$ cat src/include/game_defs.svh
`ifndef GAME_DEFS_SVH
`define GAME_DEFS_SVH

// ####################
// Matrix geometry
// ####################
`define ROW_W 8
`define ROWS 8

// ####################
// Timing
// ####################
// Cycles a synced pin must hold its new value before the filtered level follows
`define DEBOUNCE_CYCLES 16
// Cycles between two background scroll steps
`define SPEED_TICKS 6000
// System cycles per half period of max7219_clk
`define SPI_HALF 2
// Cycles with ncs high between two words
`define SPI_GAP 4

// ####################
// Display and game start values
// ####################
`define INTENSITY 4'hA
`define DOT_INIT_ROW 0
`define DOT_INIT_COL 4
// Listed from row 7 down to row 0
`define BG_INIT {8'b11100000, 8'h00, 8'h00, 8'b11100000, 8'h00, 8'b11100000, 8'h00, 8'h00}

`endif

$ cat src/source/game_pkg.sv
`include "game_defs.svh"

package game_pkg;

	// One matrix row, bit 7 is the leftmost LED
	typedef logic [`ROW_W-1:0] row_t;

	// Whole 8x8 layer, element i is row i
	typedef row_t [`ROWS-1:0] frame_t;

	// MAX7219 register addresses
	typedef enum logic [3:0] {
		reg_digit_1      = 4'h1,
		reg_digit_2      = 4'h2,
		reg_digit_3      = 4'h3,
		reg_digit_4      = 4'h4,
		reg_digit_5      = 4'h5,
		reg_digit_6      = 4'h6,
		reg_digit_7      = 4'h7,
		reg_digit_8      = 4'h8,
		reg_decode_mode  = 4'h9,
		reg_intensity    = 4'hA,
		reg_scan_limit   = 4'hB,
		reg_shutdown     = 4'hC,
		reg_display_test = 4'hF
	} max_reg_t;

	// Serial word engine states
	typedef enum logic [1:0] {
		spi_idle,
		spi_shift,
		spi_gap
	} spi_state_t;

endpackage

$ cat src/source/button_if.sv
// Debounced press pulses, each high for exactly one clock
interface button_if;
	logic start_p;
	logic left_p;
	logic right_p;
	logic up_p;
	logic down_p;

	modport src (output start_p, left_p, right_p, up_p, down_p);

	modport sink (input start_p, left_p, right_p, up_p, down_p);
endinterface

$ cat src/source/button_debounce.sv
`include "game_defs.svh"

// Pin order in buttons_n: start, left, right, up, down (bit 4 down to bit 0)
module button_debounce (
	input  logic       clock_50,
	input  logic       rst,
	input  logic [4:0] buttons_n,
	button_if.src      btn
);

	localparam int cnt_w = $clog2(`DEBOUNCE_CYCLES + 1);
	localparam logic [cnt_w-1:0] cnt_last = cnt_w'(`DEBOUNCE_CYCLES - 1);

	logic [4:0]       sync_1;
	logic [4:0]       sync_2;
	logic [4:0]       level;
	logic [4:0]       level_q;
	logic [4:0]       press;
	logic [cnt_w-1:0] stable_cnt [0:4];

	// Two flop synchronizer, pins turned active high here
	always_ff @(posedge clock_50) begin
		if (rst) begin
			sync_1 <= '0;
			sync_2 <= '0;
		end else begin
			sync_1 <= ~buttons_n;
			sync_2 <= sync_1;
		end
	end

	// Level follows the synced pin only after a full run of disagreeing cycles
	always_ff @(posedge clock_50) begin
		if (rst) begin
			for (int i = 0; i < 5; i++) begin
				stable_cnt[i] <= '0;
			end
			level   <= '0;
			level_q <= '0;
		end else begin
			level_q <= level;
			for (int i = 0; i < 5; i++) begin
				if (sync_2[i] == level[i]) begin
					stable_cnt[i] <= '0;
				end else if (stable_cnt[i] == cnt_last) begin
					stable_cnt[i] <= '0;
					level[i]      <= sync_2[i];
				end else begin
					stable_cnt[i] <= stable_cnt[i] + 1'b1;
				end
			end
		end
	end

	// Rising edge of the filtered level is a press
	assign press = level & ~level_q;

	assign btn.start_p = press[4];
	assign btn.left_p  = press[3];
	assign btn.right_p = press[2];
	assign btn.up_p    = press[1];
	assign btn.down_p  = press[0];

endmodule

$ cat src/source/point_matrix.sv
`include "game_defs.svh"

module point_matrix import game_pkg::*; (
	input  logic    clock_50,
	input  logic    rst,
	button_if.sink  btn,
	output frame_t  point_rows
);

	localparam row_t init_row = row_t'(1) << `DOT_INIT_COL;

	frame_t rows_next;

	// ####################
	// Move logic
	// ####################
	// Only one move per pulse, left has the highest priority
	always_comb begin
		rows_next = point_rows;
		if (btn.left_p) begin
			// Every row one bit toward the MSB
			for (int i = 0; i < `ROWS; i++) begin
				rows_next[i] = {point_rows[i][`ROW_W-2:0], point_rows[i][`ROW_W-1]};
			end
		end else if (btn.right_p) begin
			for (int i = 0; i < `ROWS; i++) begin
				rows_next[i] = {point_rows[i][0], point_rows[i][`ROW_W-1:1]};
			end
		end else if (btn.up_p) begin
			// Row 7 wraps around to row 0
			for (int i = 0; i < `ROWS; i++) begin
				rows_next[(i + 1) % `ROWS] = point_rows[i];
			end
		end else if (btn.down_p) begin
			for (int i = 0; i < `ROWS; i++) begin
				rows_next[i] = point_rows[(i + 1) % `ROWS];
			end
		end
	end

	// ####################
	// Row registers
	// ####################
	always_ff @(posedge clock_50) begin
		if (rst) begin
			for (int i = 0; i < `ROWS; i++) begin
				point_rows[i] <= (i == `DOT_INIT_ROW) ? init_row : '0;
			end
		end else begin
			point_rows <= rows_next;
		end
	end

endmodule

$ cat src/source/background_matrix.sv
`include "game_defs.svh"

module background_matrix import game_pkg::*; (
	input  logic    clock_50,
	input  logic    rst,
	button_if.sink  btn,
	output frame_t  bg_rows
);

	localparam int tick_w = $clog2(`SPEED_TICKS);
	localparam logic [tick_w-1:0] tick_last = tick_w'(`SPEED_TICKS - 1);

	logic              running;
	logic [tick_w-1:0] tick_cnt;
	logic              step;

	// ####################
	// Run flag and prescaler
	// ####################
	// Once set only reset clears it, so later start presses do nothing
	always_ff @(posedge clock_50) begin
		if (rst) begin
			running <= 1'b0;
		end else if (btn.start_p) begin
			running <= 1'b1;
		end
	end

	// First step lands SPEED_TICKS cycles after running goes high
	always_ff @(posedge clock_50) begin
		if (rst) begin
			tick_cnt <= '0;
		end else if (running) begin
			if (step) begin
				tick_cnt <= '0;
			end else begin
				tick_cnt <= tick_cnt + 1'b1;
			end
		end
	end

	assign step = running && (tick_cnt == tick_last);

	// ####################
	// Obstacle rows
	// ####################
	// Scroll toward row 0, row 0 comes back in at row 7
	always_ff @(posedge clock_50) begin
		if (rst) begin
			bg_rows <= `BG_INIT;
		end else if (step) begin
			for (int i = 0; i < `ROWS; i++) begin
				bg_rows[i] <= bg_rows[(i + 1) % `ROWS];
			end
		end
	end

endmodule

$ cat src/source/matrix_display.sv
`include "game_defs.svh"

module matrix_display import game_pkg::*; (
	input  logic   clock_50,
	input  logic   rst,
	input  frame_t point_rows,
	input  frame_t bg_rows,
	output logic   max7219_din,
	output logic   max7219_ncs,
	output logic   max7219_clk
);

	localparam int word_bits = 16;
	localparam int cnt_max = (`SPI_GAP > `SPI_HALF) ? `SPI_GAP : `SPI_HALF;
	localparam int cnt_w = $clog2(cnt_max + 1);
	localparam logic [cnt_w-1:0] half_last = cnt_w'(`SPI_HALF - 1);
	localparam logic [cnt_w-1:0] gap_last = cnt_w'(`SPI_GAP - 1);
	localparam logic [3:0] bit_last = 4'(word_bits - 1);
	// Words 0 to 4 set the chip up, 5 to 12 are digit 1 to digit 8
	localparam logic [3:0] first_digit = 4'd5;
	localparam logic [3:0] last_word = 4'd12;

	spi_state_t       state;
	logic [3:0]       word_idx;
	logic [cnt_w-1:0] tick_cnt;
	logic [3:0]       bit_cnt;
	logic [15:0]      shreg;
	logic             load;
	logic             shift_edge;

	frame_t              merged;
	logic [2:0]          col;
	logic [`ROWS-1:0]    col_byte;
	max_reg_t            word_op;
	logic [7:0]          word_data;
	logic [15:0]         word;

	// ####################
	// Word builder
	// ####################
	assign col = 3'(word_idx - first_digit);

	always_comb begin
		for (int r = 0; r < `ROWS; r++) begin
			merged[r] = point_rows[r] | bg_rows[r];
		end
		// Row 0 ends up in bit 7 of the column byte
		for (int r = 0; r < `ROWS; r++) begin
			col_byte[`ROWS - 1 - r] = merged[r][`ROW_W - 1 - col];
		end
	end

	always_comb begin
		case (word_idx)
			4'd0: begin
				word_op   = reg_display_test;
				word_data = 8'h00;
			end
			4'd1: begin
				word_op   = reg_decode_mode;
				word_data = 8'h00;
			end
			4'd2: begin
				word_op   = reg_scan_limit;
				word_data = 8'h07;
			end
			4'd3: begin
				word_op   = reg_intensity;
				word_data = {4'h0, `INTENSITY};
			end
			4'd4: begin
				word_op   = reg_shutdown;
				word_data = 8'h01;
			end
			default: begin
				word_op   = max_reg_t'(word_idx - 4'd4);
				word_data = col_byte;
			end
		endcase
	end

	assign word = {4'h0, word_op, word_data};

	// ####################
	// Serial engine
	// ####################
	// A new word is taken right out of reset and at the end of every gap
	assign load = (state == spi_idle) || (state == spi_gap && tick_cnt == gap_last);
	// End of a high half period, the next bit goes out as the clock falls
	assign shift_edge = (state == spi_shift) && (tick_cnt == half_last) && max7219_clk;

	always_ff @(posedge clock_50) begin
		if (rst) begin
			state       <= spi_idle;
			word_idx    <= '0;
			tick_cnt    <= '0;
			bit_cnt     <= '0;
			max7219_ncs <= 1'b1;
			max7219_clk <= 1'b0;
			max7219_din <= 1'b0;
		end else if (load) begin
			state       <= spi_shift;
			tick_cnt    <= '0;
			bit_cnt     <= '0;
			max7219_ncs <= 1'b0;
			max7219_clk <= 1'b0;
			max7219_din <= word[15];
			word_idx    <= (word_idx == last_word) ? first_digit : word_idx + 1'b1;
		end else begin
			case (state)
				spi_shift: begin
					if (tick_cnt == half_last) begin
						tick_cnt    <= '0;
						max7219_clk <= ~max7219_clk;
						if (shift_edge) begin
							if (bit_cnt == bit_last) begin
								// Last rising edge done, ncs high latches the word
								state       <= spi_gap;
								max7219_ncs <= 1'b1;
								max7219_din <= 1'b0;
							end else begin
								bit_cnt     <= bit_cnt + 1'b1;
								max7219_din <= shreg[15];
							end
						end
					end else begin
						tick_cnt <= tick_cnt + 1'b1;
					end
				end
				spi_gap: begin
					tick_cnt <= tick_cnt + 1'b1;
				end
				default: begin
					state <= spi_idle;
				end
			endcase
		end
	end

	// Holds the bits still to send, MSB next
	always_ff @(posedge clock_50) begin
		if (load) begin
			shreg <= {word[14:0], 1'b0};
		end else if (shift_edge) begin
			shreg <= shreg << 1;
		end
	end

endmodule

$ cat src/source/game_top.sv
module game_top import game_pkg::*; (
	input  logic clock_50,
	input  logic rst,
	input  logic start_n,
	input  logic left_n,
	input  logic right_n,
	input  logic up_n,
	input  logic down_n,
	output logic max7219_din,
	output logic max7219_ncs,
	output logic max7219_clk
);

	frame_t point_rows;
	frame_t bg_rows;

	button_if btn_bus ();

	// ####################
	// Inputs
	// ####################
	button_debounce button_debounce_u0 (
		.clock_50  (clock_50),
		.rst       (rst),
		.buttons_n ({start_n, left_n, right_n, up_n, down_n}),
		.btn       (btn_bus.src)
	);

	// ####################
	// Game layers
	// ####################
	point_matrix point_matrix_u0 (
		.clock_50   (clock_50),
		.rst        (rst),
		.btn        (btn_bus.sink),
		.point_rows (point_rows)
	);

	background_matrix background_matrix_u0 (
		.clock_50 (clock_50),
		.rst      (rst),
		.btn      (btn_bus.sink),
		.bg_rows  (bg_rows)
	);

	// ####################
	// LED matrix output
	// ####################
	matrix_display matrix_display_u0 (
		.clock_50    (clock_50),
		.rst         (rst),
		.point_rows  (point_rows),
		.bg_rows     (bg_rows),
		.max7219_din (max7219_din),
		.max7219_ncs (max7219_ncs),
		.max7219_clk (max7219_clk)
	);

endmodule

$ cat config.mk
export PLATFORM = sky130hd
export DESIGN_NAME = game_top
export DESIGN_NICKNAME = d
export VERILOG_FILES = /design/src/source/game_pkg.sv /design/src/source/button_if.sv /design/src/source/button_debounce.sv /design/src/source/point_matrix.sv /design/src/source/background_matrix.sv /design/src/source/matrix_display.sv /design/src/source/game_top.sv
export VERILOG_INCLUDE_DIRS = /design/src /design/src/include
export SDC_FILE = /design/constraint.sdc
export NUM_CORES = 1
export LEC_CHECK = 0
export BUFFER_PORTS_ARGS = -buffer_cell sky130_fd_sc_hd__buf_2
export CAP_MARGIN = 10
export CORE_MARGIN = 3
export CORE_UTILIZATION = 30
export DETAILED_ROUTE_END_ITERATION = 10
export MAX_ROUTING_LAYER = met4
export PLACE_DENSITY = 0.49
export RECOVER_POWER = 25
export SYNTH_ARGS = -nofsm -noshare
export SYNTH_HDL_FRONTEND = slang
export SYNTH_SLANG_ARGS = --single-unit
$ cat constraint.sdc
create_clock -name clock_50 -period 3.3 [get_ports clock_50]
set_input_delay 0.495 -clock clock_50 [delete_from_list [all_inputs] [get_ports clock_50]]
set_output_delay 0.495 -clock clock_50 [all_outputs]
set_load 0.01 [all_outputs]
==> out/results.ini, run 1 <==
[placed_design]
placed_cells = 1700
gp_congestion = 0.843
numPortBuffers = 9
dp_hpwl_mm = 18.9
preCtsSetupSlack_ns = 0.837

[sta]
hold_viol = 0
fmax_ghz = 0.396
tightest_slew_ns = 1.44
setup_viol = 0
fin_crit_sh_pct = 76.6
fin_crit_ns = 2.53
tns_ns = 0
skew_ns = 0.0102
maxSlewViolCount = 0
max_slew_margin_pct = 4.14
rsz0062_at_grt = false
worst_slack_ns = 0.772

[clock_network]
cts.repair.resized = 0
clock_path_buffers = 3
clock_sinks = 218
worstSkewPairLatency_ns = 0.53
ctsHoldBuffers = 0
clk_pin_slew_ns = 0.06
postCtsSetupBuffers = 0
htree_levels = 1
cts_tree = yes
cts-root-buf = clkbuf_16
cts_buffers = 26

[floorplanning]
die-area_um2 = 38200
die_y_um = 195
core_um2 = 35000
initial_utilization_pct = 30.8
row_count = 68
die_w_um = 195
io_pins = 10

[worst_setup_path]
critPathSlowestCell = a2111oi_0
setup.worst_path.start_class = flip-flop
crit_path_cell_trace = inv_1 > ha_1 > inv_1 > buf_4 > a2111oi_0 > o41ai_1 > a31oi_1
crit_top_cell = inv_1
crit_type = reg -> reg
crit_path_end_kind = flip-flop
arrival_ns = 2.90
critical_path_required_ns = 3.68
cp_max_fo = 7
slowest_delay_ns = 0.86

[global_route]
grt_pass1_vias = 8468
overflow = 0
grt_usage_pct = 15.8
grt_pass1_wl_mm = 48.7
grt_start_max_net_pins = 99
antenna_found_initial = 0

[yosys]
synth_cell_types = 45
synth_seq_cells = 218
syn_area_um2 = 10800
yosys.area.top_type = dfxtp_1
yosysMostFrequentCell = nand2_1
synth_commonest_cells = nand2_1, dfxtp_1, nor2_1
synthCells = 1289
synth_edf_count = 37
synthArstFlopShare_pct = 0
yosysSeqAreaShare_pct = 44.0
yosysWarnings = 0
syn_avg_cell_area_um2 = 8.35
synth_top_flop_cell = dfxtp_1
synth.area.top_cells = dfxtp_1, edfxtp_1, nand2_1
synth_top_area_share_pct = 33.7

[run]
max-cap-violations = 0

[cells_and_area]
fin_nets = 1305
diodes = 0
final_util_pct = 34.8
stdcell_count = 1747
drive_gt1_share_pct = 5.73
regArea_um2 = 4740
syn_to_final_growth_pct = 13.0
multiInputGateArea_um2 = 5660
fill_cells = 3625

[routing]
drt_pass1_iterations = 7
wire_per_inst_um = 17.3
wirelength_mm = 30.2
drcViolationCount = 0
post_drt_via_cell_ratio = 5.24
vias = 9162
first_iter_violations = 823
drtAntennaViolNets = 0

[worst_hold_path]
hold_class = in -> reg

[pwr]
irDropWorstVdd_v = 0.000329
power_uw = 6090
pwr_density_cell_nw_per_um2 = 501
p_leak_uw = 0.00410

[outcome]
status = complete, no violations

## cells by family after synthesis
logic type | Yosys count | share of synthesized area (%)
AOI/OAI and AO/OA | 330 | 19.8
other | 1 | 0.0348
and+or+nand+nor | 484 | 19.0
xor gates and xnor gates | 30 | 2.44
muxes | 78 | 7.25
buffers and inverters | 123 | 4.56
adders and majority gates | 25 | 2.91
DFF | 218 | 44.0
## metal layers
metal  track usage (%)  vias to the layer above  wire length (um)
met5                 -                        -                 0
met4              3.38                        0               592
met3              2.07                       42              1310
li1                  -                     4527                 -
met1              22.7                     4397             15100
met2              23.7                      196             13100
## flip-flops by register name, indices dropped and copies added (netlist names)
name                           count
button_debounce_u0.level_q         5
matrix_display_u0.shreg           15
background_matrix_u0.bg_rows      64
background_matrix_u0.running       1
button_debounce_u0.sync_1          5
matrix_display_u0.state            2
button_debounce_u0.level           5
matrix_display_u0.bit_cnt          4
background_matrix_u0.tick_cnt     13
matrix_display_u0.max7219_din      1
matrix_display_u0.word_idx         4
button_debounce_u0.sync_2          5
matrix_display_u0.max7219_ncs      1
matrix_display_u0.tick_cnt         3
button_debounce_u0.stable_cnt     25
matrix_display_u0.max7219_clk      1
point_matrix_u0.point_rows        64
## power breakdown
part / internal [uW] / switching [uW] / leakage, uW
sequential: 2770 / 34.8 / 0.00184
combinational: 136 / 267 / 0.00184
clock: 1740 / 1150 / 0.000424
total: 4640 / 1450 / 0.00410
## area by class of cell
class | count | share of cell area (%)
multi-input cells | 972 | 46.5
clock buffers | 37 | 6.19
repair buffers | 31 | 2.08
clock inverters | 10 | 0.833
inverters | 24 | 0.741
well taps | 455 | 4.68
flip-flops and latches | 218 | 38.9
## per-stage QoR
stage,hold slack (ns),cell area (um^2)
finish,0.115,12200
detailed placement,0.424,11300
global placement,0.418,11300
global route,0.108,12200
CTS,0.0959,12200
floorplan,0.414,10900
## cells in the final DEF, fill, tap and decap left out, types with 3 or more instances in the layout
cell type	netlist	final
buf_12	0	4
nor2_1	161	161
dfxtp_1	181	180
nor3_1	50	50
or3_1	6	6
a2111oi_0	16	16
a31oi_1	67	67
xnor2_1	18	18
nor2b_1	15	13
buf_2	17	5
nor4_1	5	5
o31ai_1	6	6
a211o_1	64	64
a211oi_1	17	17
o21ai_0	69	69
conb_1	1	25
nand4_1	3	3
buf_4	0	17
clkinv_2	0	5
o41ai_1	3	3
clkbuf_16	0	27
edfxtp_1	37	37
ha_1	25	25
inv_1	24	24
mux2i_1	78	78
clkbuf_8	0	4
clkbuf_1	79	10
a21oi_1	79	79
nand2_1	210	210
xor2_1	12	12
and3_1	7	7
nand3_1	16	16
## critical path, delay by kind of cell (launching register included)
family / cells / cell delay, ns
adder cells (fa/ha/maj): 1 / 0.31
flip-flops: 1 / 0.41
buffers and inverters: 3 / 0.48
AO/OA/AOI/OAI: 3 / 1.17
## final timing paths
path,end,cells after the start,start,slack (ns)
worst max register to register,matrix_display_u0.shreg[2],7,matrix_display_u0.word_idx[1],0.77
worst min register to register,button_debounce_u0.sync_2[3],1,button_debounce_u0.sync_1[3],0.43
worst min-delay path,button_debounce_u0.sync_1[3],2,left_n,0.12
worst max-delay path,matrix_display_u0.shreg[2],7,matrix_display_u0.word_idx[1],0.77
Power figures use the tool's default switching activity.
==> inputs of run 2 (changes only) <==
Settings changed: ABC_AREA from default to 1.
Clock period 3.3 ns to 2.61 ns, I/O delays scaled along.
==> run 2 against run 1 <==
Critical path type unchanged. Critical endpoint is now background_matrix_u0.bg_rows[8]. Clock power rose by 31%. Sequential cell count stayed put. Cell count increased by 13%. Area after synthesis grew 2.9%. First-iteration DRC count rose by 18%. Utilization down 0.19 points.
==> out/results.ini, run 2 <==
[yosys]
yosys.area.top_type = dfxtp_1
yosysMostFrequentCell = nand2_1
synth_top_area_share_pct = 32.7  ; -0.94 points
yosysSeqAreaShare_pct = 42.8  ; -1.2 points
synth_commonest_cells = nand2_1, a21oi_1, dfxtp_1, inv_1, o21ai_0
synthArstFlopShare_pct = 0  ; unchanged
synth_seq_cells = 218  ; unchanged
synth_top_flop_cell = dfxtp_1
synth_edf_count = 37  ; unchanged
synthCells = 1512  ; +17%
synth.area.top_cells = dfxtp_1, edfxtp_1, a21oi_1
yosysWarnings = 0  ; unchanged
syn_area_um2 = 11100  ; +2.9%
synth_cell_types = 40  ; -11%
syn_avg_cell_area_um2 = 7.32  ; -12%

[sta]
setup_viol = 0  ; unchanged
fmax_ghz = 0.439  ; +11%
fin_crit_sh_pct = 87.2  ; +11 points
maxSlewViolCount = 0  ; unchanged
tightest_slew_ns = 1.16  ; -0.276 ns
tns_ns = 0  ; unchanged
max_slew_margin_pct = 22.5  ; +18 points
hold_viol = 0  ; unchanged
skew_ns = 0.0248  ; +0.0145 ns
rsz0062_at_grt = false
worst_slack_ns = 0.334  ; -0.438 ns
whs_ns = 0.0173  ; -0.0980 ns
fin_crit_ns = 2.28  ; -0.252 ns

[cells_and_area]
final_cell_mix = nand2_1, a21oi_1, dfxtp_1, inv_1, o21ai_0
reg_top3 = background_matrix_u0.bg_rows (64), point_matrix_u0.point_rows (64), button_debounce_u0.stable_cnt (25)
drive_gt1_share_pct = 6.07  ; +0.34 points
stdcell_count = 1977  ; +13%
diodes = 0  ; unchanged
syn_to_final_growth_pct = 12.4
final_util_pct = 34.6  ; -0.19 points
final_common_cell = nand2_1
fin_nets = 1527  ; +17%

[global_route]
grt_pass1_wl_mm = 51.2  ; +5.2%
grt_usage_pct = 16.5  ; +0.69 points
grt_pass1_vias = 9177  ; +8.4%
overflow = 0  ; unchanged
antenna_found_initial = 0  ; unchanged
grt_start_max_net_pins = 127  ; +28%

[run]
max-cap-violations = 0  ; unchanged

[clock_network]
cts.repair.resized = 0  ; unchanged
htree_levels = 1  ; unchanged
clock_sinks = 218  ; unchanged
cts_tree = yes
worstSkewPairLatency_ns = 0.55  ; +0.02 ns
clk_pin_slew_ns = 0.06  ; about the same
postCtsSetupBuffers = 0  ; unchanged
cts_buffers = 27  ; +3.8%
clock_path_buffers = 3  ; unchanged
cts-root-buf = clkbuf_16

[worst_setup_path]
critical_path_required_ns = 3.02  ; -0.66 ns
crit_type = reg -> reg
setup.worst_path.start_class = flip-flop
cp_max_fo = 107  ; +100
crit_path_end_kind = flip-flop
arrival_ns = 2.68  ; -0.22 ns

[routing]
post_drt_via_cell_ratio = 5.06  ; -3.6%
vias = 9998  ; +9.1%
wirelength_mm = 32.0  ; +6.0%
drtAntennaViolNets = 0  ; unchanged
first_iter_violations = 975  ; +18%
drt_pass1_iterations = 5  ; -2
wire_per_inst_um = 16.2  ; -6.3%
drcViolationCount = 0  ; unchanged

[placed_design]
numPortBuffers = 9  ; unchanged
gp_congestion = 0.871  ; +3.4%
preCtsSetupSlack_ns = 0.488  ; -0.349 ns
dp_hpwl_mm = 21.1  ; +12%
placed_cells = 1923  ; +13%

[floorplanning]
initial_utilization_pct = 30.8  ; about the same
core_um2 = 36000  ; +3.0%
die-area_um2 = 39300  ; +2.8%
io_pins = 10  ; unchanged
die_y_um = 198  ; +1.4%
die_w_um = 198  ; +1.4%
row_count = 69  ; +1.5%

[worst_hold_path]
hold_class = in -> reg

[pwr]
irDropWorstVdd_v = 0.000461  ; +40%
p_leak_uw = 0.00467  ; +14%
pwr_density_cell_nw_per_um2 = 668  ; +33%

[outcome]
status = complete, no violations

run 2: cell count changes after synthesis, moves of 25 or more:
cell / change
mux2i_1: -78
o21ai_1: +25
nor3_1: -41
o21ai_0: +103
a211o_1: -64
a21oi_1: +139
nor2_1: -75
nand3_1: +105
a31oi_1: -66
inv_1: +157
o211ai_1: +71
run 2: critical path, cell delays in order, from the launching register on:
cell     delay, ns
dfxtp_1       0.37
ha_1          0.18
nand2_1       0.09
inv_1         0.08
nand2_1       0.05
nor2_1        0.42
nand2_4       0.22
buf_12        0.26
o21ai_0       0.31
a21oi_1       0.06
run 2: final cells by class:
type	count	area [um^2]
clock buffers	39	811
clock inverters	11	88.8
fillers	3793	23500
inverters	189	713
multi-input cells	1032	5300
flip-flops and latches	218	4730
well taps	461	577
repair buffers	27	231
run 2: power breakdown:
| part | internal (uW) | total [uW] | switching (uW) |
|---|---|---|---|
| clock network | 2250 | 3760 | 1510 |
| logic | 294 | 914 | 620 |
| registers | 3560 | 3650 | 84.4 |
run 2: kinds of logic after synthesis:
group | count (synthesis) | synth area share [%]
AOI/OAI and AO/OA | 512 | 25.7
buffers and inverters | 286 | 10.4
adders and majority gates | 25 | 2.82
and+or+nand+nor | 467 | 17.9
xor gates and xnor gates | 3 | 0.305
other | 1 | 0.0339
DFF | 218 | 42.8
run 2: stage by stage:
stage | area [um^2] | power [uW]
after floorplan | 11200 | 4340
after global placement | 11500 | 4620
after global routing | 12500 | 8680
after CTS | 12500 | 8420
final | 12500 | 8320
after detailed placement | 11500 | 4620
run 2: timing repair:
item                                   4_1_cts  5_1_grt
setup endpoints to repair                    0        0
hold buffers                                 4        0
endpoints found under the hold margin        4        0
run 2: per-layer routing:
metal,share of wire (%),vias to the layer above,routed length [um],track usage (%)
met5,0,-,0,-
met4,2.9,0,928,4.74
met3,5.0,60,1600,2.01
met2,44,246,13900,24.2
met1,49,4632,15500,23.9
li1,-,5060,-,-
run 2: worst paths after layout:
check | depth (start not counted) | slack, ns | endpoint | from
hold reg to reg | 2 | 0.40 | button_debounce_u0.sync_2[1] | button_debounce_u0.sync_1[1]
hold / removal | 2 | 0.02 | button_debounce_u0.sync_1[2] | right_n
setup / recovery | 9 | 0.33 | background_matrix_u0.bg_rows[8] | background_matrix_u0.tick_cnt[0]
setup reg to reg | 9 | 0.33 | background_matrix_u0.bg_rows[8] | background_matrix_u0.tick_cnt[0]
==> inputs of run 3 (changes only) <==
Settings changed: BUFFER_PORTS_ARGS -buffer_cell sky130_fd_sc_hd__buf_2 to default, DONT_BUFFER_PORTS from default to 1.
==> run 3 against run 2 <==
Critical path type unchanged. Highest routed layer unchanged. Register-to-register slack improved by 0.04 ns. Clock skew fell by 0.012 ns. Largest cell class unchanged. Clock-buffer cell count fell by 4.
==> out/results.ini, run 3 (synthesis results as in run 2) <==
[cells_and_area]
reg_top3 = background_matrix_u0.bg_rows (64), point_matrix_u0.point_rows (64), button_debounce_u0.stable_cnt (25)
drive_gt1_share_pct = 5.21  ; -0.85 points
syn_to_final_growth_pct = 13.1
regArea_um2 = 4730  ; unchanged
fill_cells = 3788  ; -0.13%
final_common_cell = nand2_1
fin_nets = 1525  ; -0.13%
multiInputGateArea_um2 = 5300  ; unchanged
diodes = 0  ; unchanged
final_cell_mix = nand2_1, a21oi_1, inv_1, dfxtp_1, o21ai_0

[placed_design]
numPortBuffers = 0  ; -9
preCtsSetupSlack_ns = 0.450  ; -0.0384 ns
gp_congestion = 0.869  ; -0.23%
dp_hpwl_mm = 21.3  ; +0.84%

[worst_setup_path]
crit_path_end_kind = flip-flop
crit_type = reg -> reg
cp_max_fo = 64  ; -40%
setup.worst_path.start_class = flip-flop
arrival_ns = 2.71  ; +0.03 ns
critical_path_required_ns = 3.08  ; +0.06 ns

[clock_network]
htree_levels = 1  ; unchanged
worstSkewPairLatency_ns = 0.54  ; about the same
cts.repair.resized = 0  ; unchanged
cts_buffers = 28  ; +3.7%
cts_tree = yes
clk_pin_slew_ns = 0.06  ; about the same
clock_sinks = 218  ; unchanged
clock_path_buffers = 3  ; unchanged
postCtsSetupBuffers = 0  ; unchanged
cts-root-buf = clkbuf_16

[sta]
fin_crit_ns = 2.24  ; -0.0381 ns
fin_crit_sh_pct = 85.7  ; -1.5 points
maxSlewViolCount = 0  ; unchanged
tightest_slew_ns = 1.48  ; +0.320 ns
rsz0062_at_grt = false
max_slew_margin_pct = 1.19  ; -21 points
skew_ns = 0.0131  ; -0.0117 ns
worst_slack_ns = 0.372  ; +0.0381 ns
fmax_ghz = 0.447  ; +1.7%
tns_ns = 0  ; unchanged
setup_viol = 0  ; unchanged
hold_viol = 0  ; unchanged

[global_route]
antenna_found_initial = 0  ; unchanged
grt_pass1_vias = 9354  ; +1.9%
grt_start_max_net_pins = 129  ; +1.6%
grt_usage_pct = 16.8  ; +0.33 points
overflow = 0  ; unchanged
grt_pass1_wl_mm = 52.2  ; +1.9%

[pwr]
p_leak_uw = 0.00469  ; +0.31%
irDropWorstVdd_v = 0.000547  ; +19%
pwr_density_cell_nw_per_um2 = 676  ; +1.2%

[floorplanning]
io_pins = 10  ; unchanged
die-area_um2 = 39300  ; unchanged
die_y_um = 198  ; unchanged
die_w_um = 198  ; unchanged
row_count = 69  ; unchanged
initial_utilization_pct = 30.8  ; unchanged
core_um2 = 36000  ; unchanged

[routing]
first_iter_violations = 953  ; -2.3%
wire_per_inst_um = 16.4  ; +1.2%
drcViolationCount = 0  ; unchanged
drtAntennaViolNets = 0  ; unchanged
vias = 10100  ; +0.87%
post_drt_via_cell_ratio = 5.10  ; +0.92%
wirelength_mm = 32.4  ; +1.2%
drt_pass1_iterations = 7  ; +2

[outcome]
status = complete, no violations

[run]
max-cap-violations = 0  ; unchanged

[worst_hold_path]
hold_class = in -> reg

[run 3: cell types whose count changed in the layout (fill, tap and decap cells not counted), sizes merged]
cell	previous run	this run
clkbuf	44	37
buf	18	14
clkinv	10	16
dlygate4sd3	4	8
inv	189	186
bufinv	1	3
clkinvlp	0	1
[run 3: what timing repair did]
item / in CTS / in global routing
hold buffers: 8 / 0
endpoints found under the setup margin: 0 / 0
hold endpoints to repair: 19 / 0
[run 3: power breakdown]
group	switching [uW]	internal (uW)	leakage [uW]
clock	1520	2370	0.000450
sequential	80.5	3560	0.00184
combinational	645	300	0.00239
total	2240	6230	0.00469
[run 3: worst max-delay path, stage by stage, from the launching register on]
cell and delay [ns]:
dfxtp_1 0.34, inv_1 0.09, nor2_4 0.10, clkbuf_2 1.09, a21oi_1 0.32, a21oi_1 0.21
[run 3: layer usage]
layer	part of all wire [%]	track usage, %
met1	47	23.4
met2	44	25.0
met3	5.9	2.43
met4	3.4	5.71
met5	0	-
[run 3: area by class of cell]
| class | count | area share [%] |
|---|---|---|
| clock buffer | 35 | 6.14 |
| tap | 461 | 4.61 |
| multi-input combinational | 1032 | 42.3 |
| timing repair buffer | 24 | 2.25 |
| sequential | 218 | 37.8 |
| inverter | 189 | 5.69 |
| clock inverter | 17 | 1.22 |
[run 3: per-stage QoR]
step | util, % | area, um^2 | std cells | hold slack (ns) | power [uW]
6_report | 34.8 | 12500 | 1976 | 0.0484 | 8470
5_1_grt | 34.8 | 12500 | 1976 | 0.0627 | 8840
4_1_cts | 34.8 | 12500 | 1976 | 0.0331 | 8580
3_5_place_dp | 32.0 | 11500 | 1916 | 0.400 | 4640
3_3_place_gp | 32.0 | 11500 | 1916 | 0.393 | 4640
2_1_floorplan | - | 11200 | 1536 | 0.388 | 4340
[run 3: path summary, 6_finish.rpt]
kind	startpoint	to	slack, ns	cells after the start
max reg2reg	button_debounce_u0.level[3]	point_matrix_u0.point_rows[14]	0.37	5
max	button_debounce_u0.level[3]	point_matrix_u0.point_rows[14]	0.37	5
min	rst	background_matrix_u0.tick_cnt[10]	0.05	3
min reg2reg	button_debounce_u0.sync_1[1]	button_debounce_u0.sync_2[1]	0.40	2
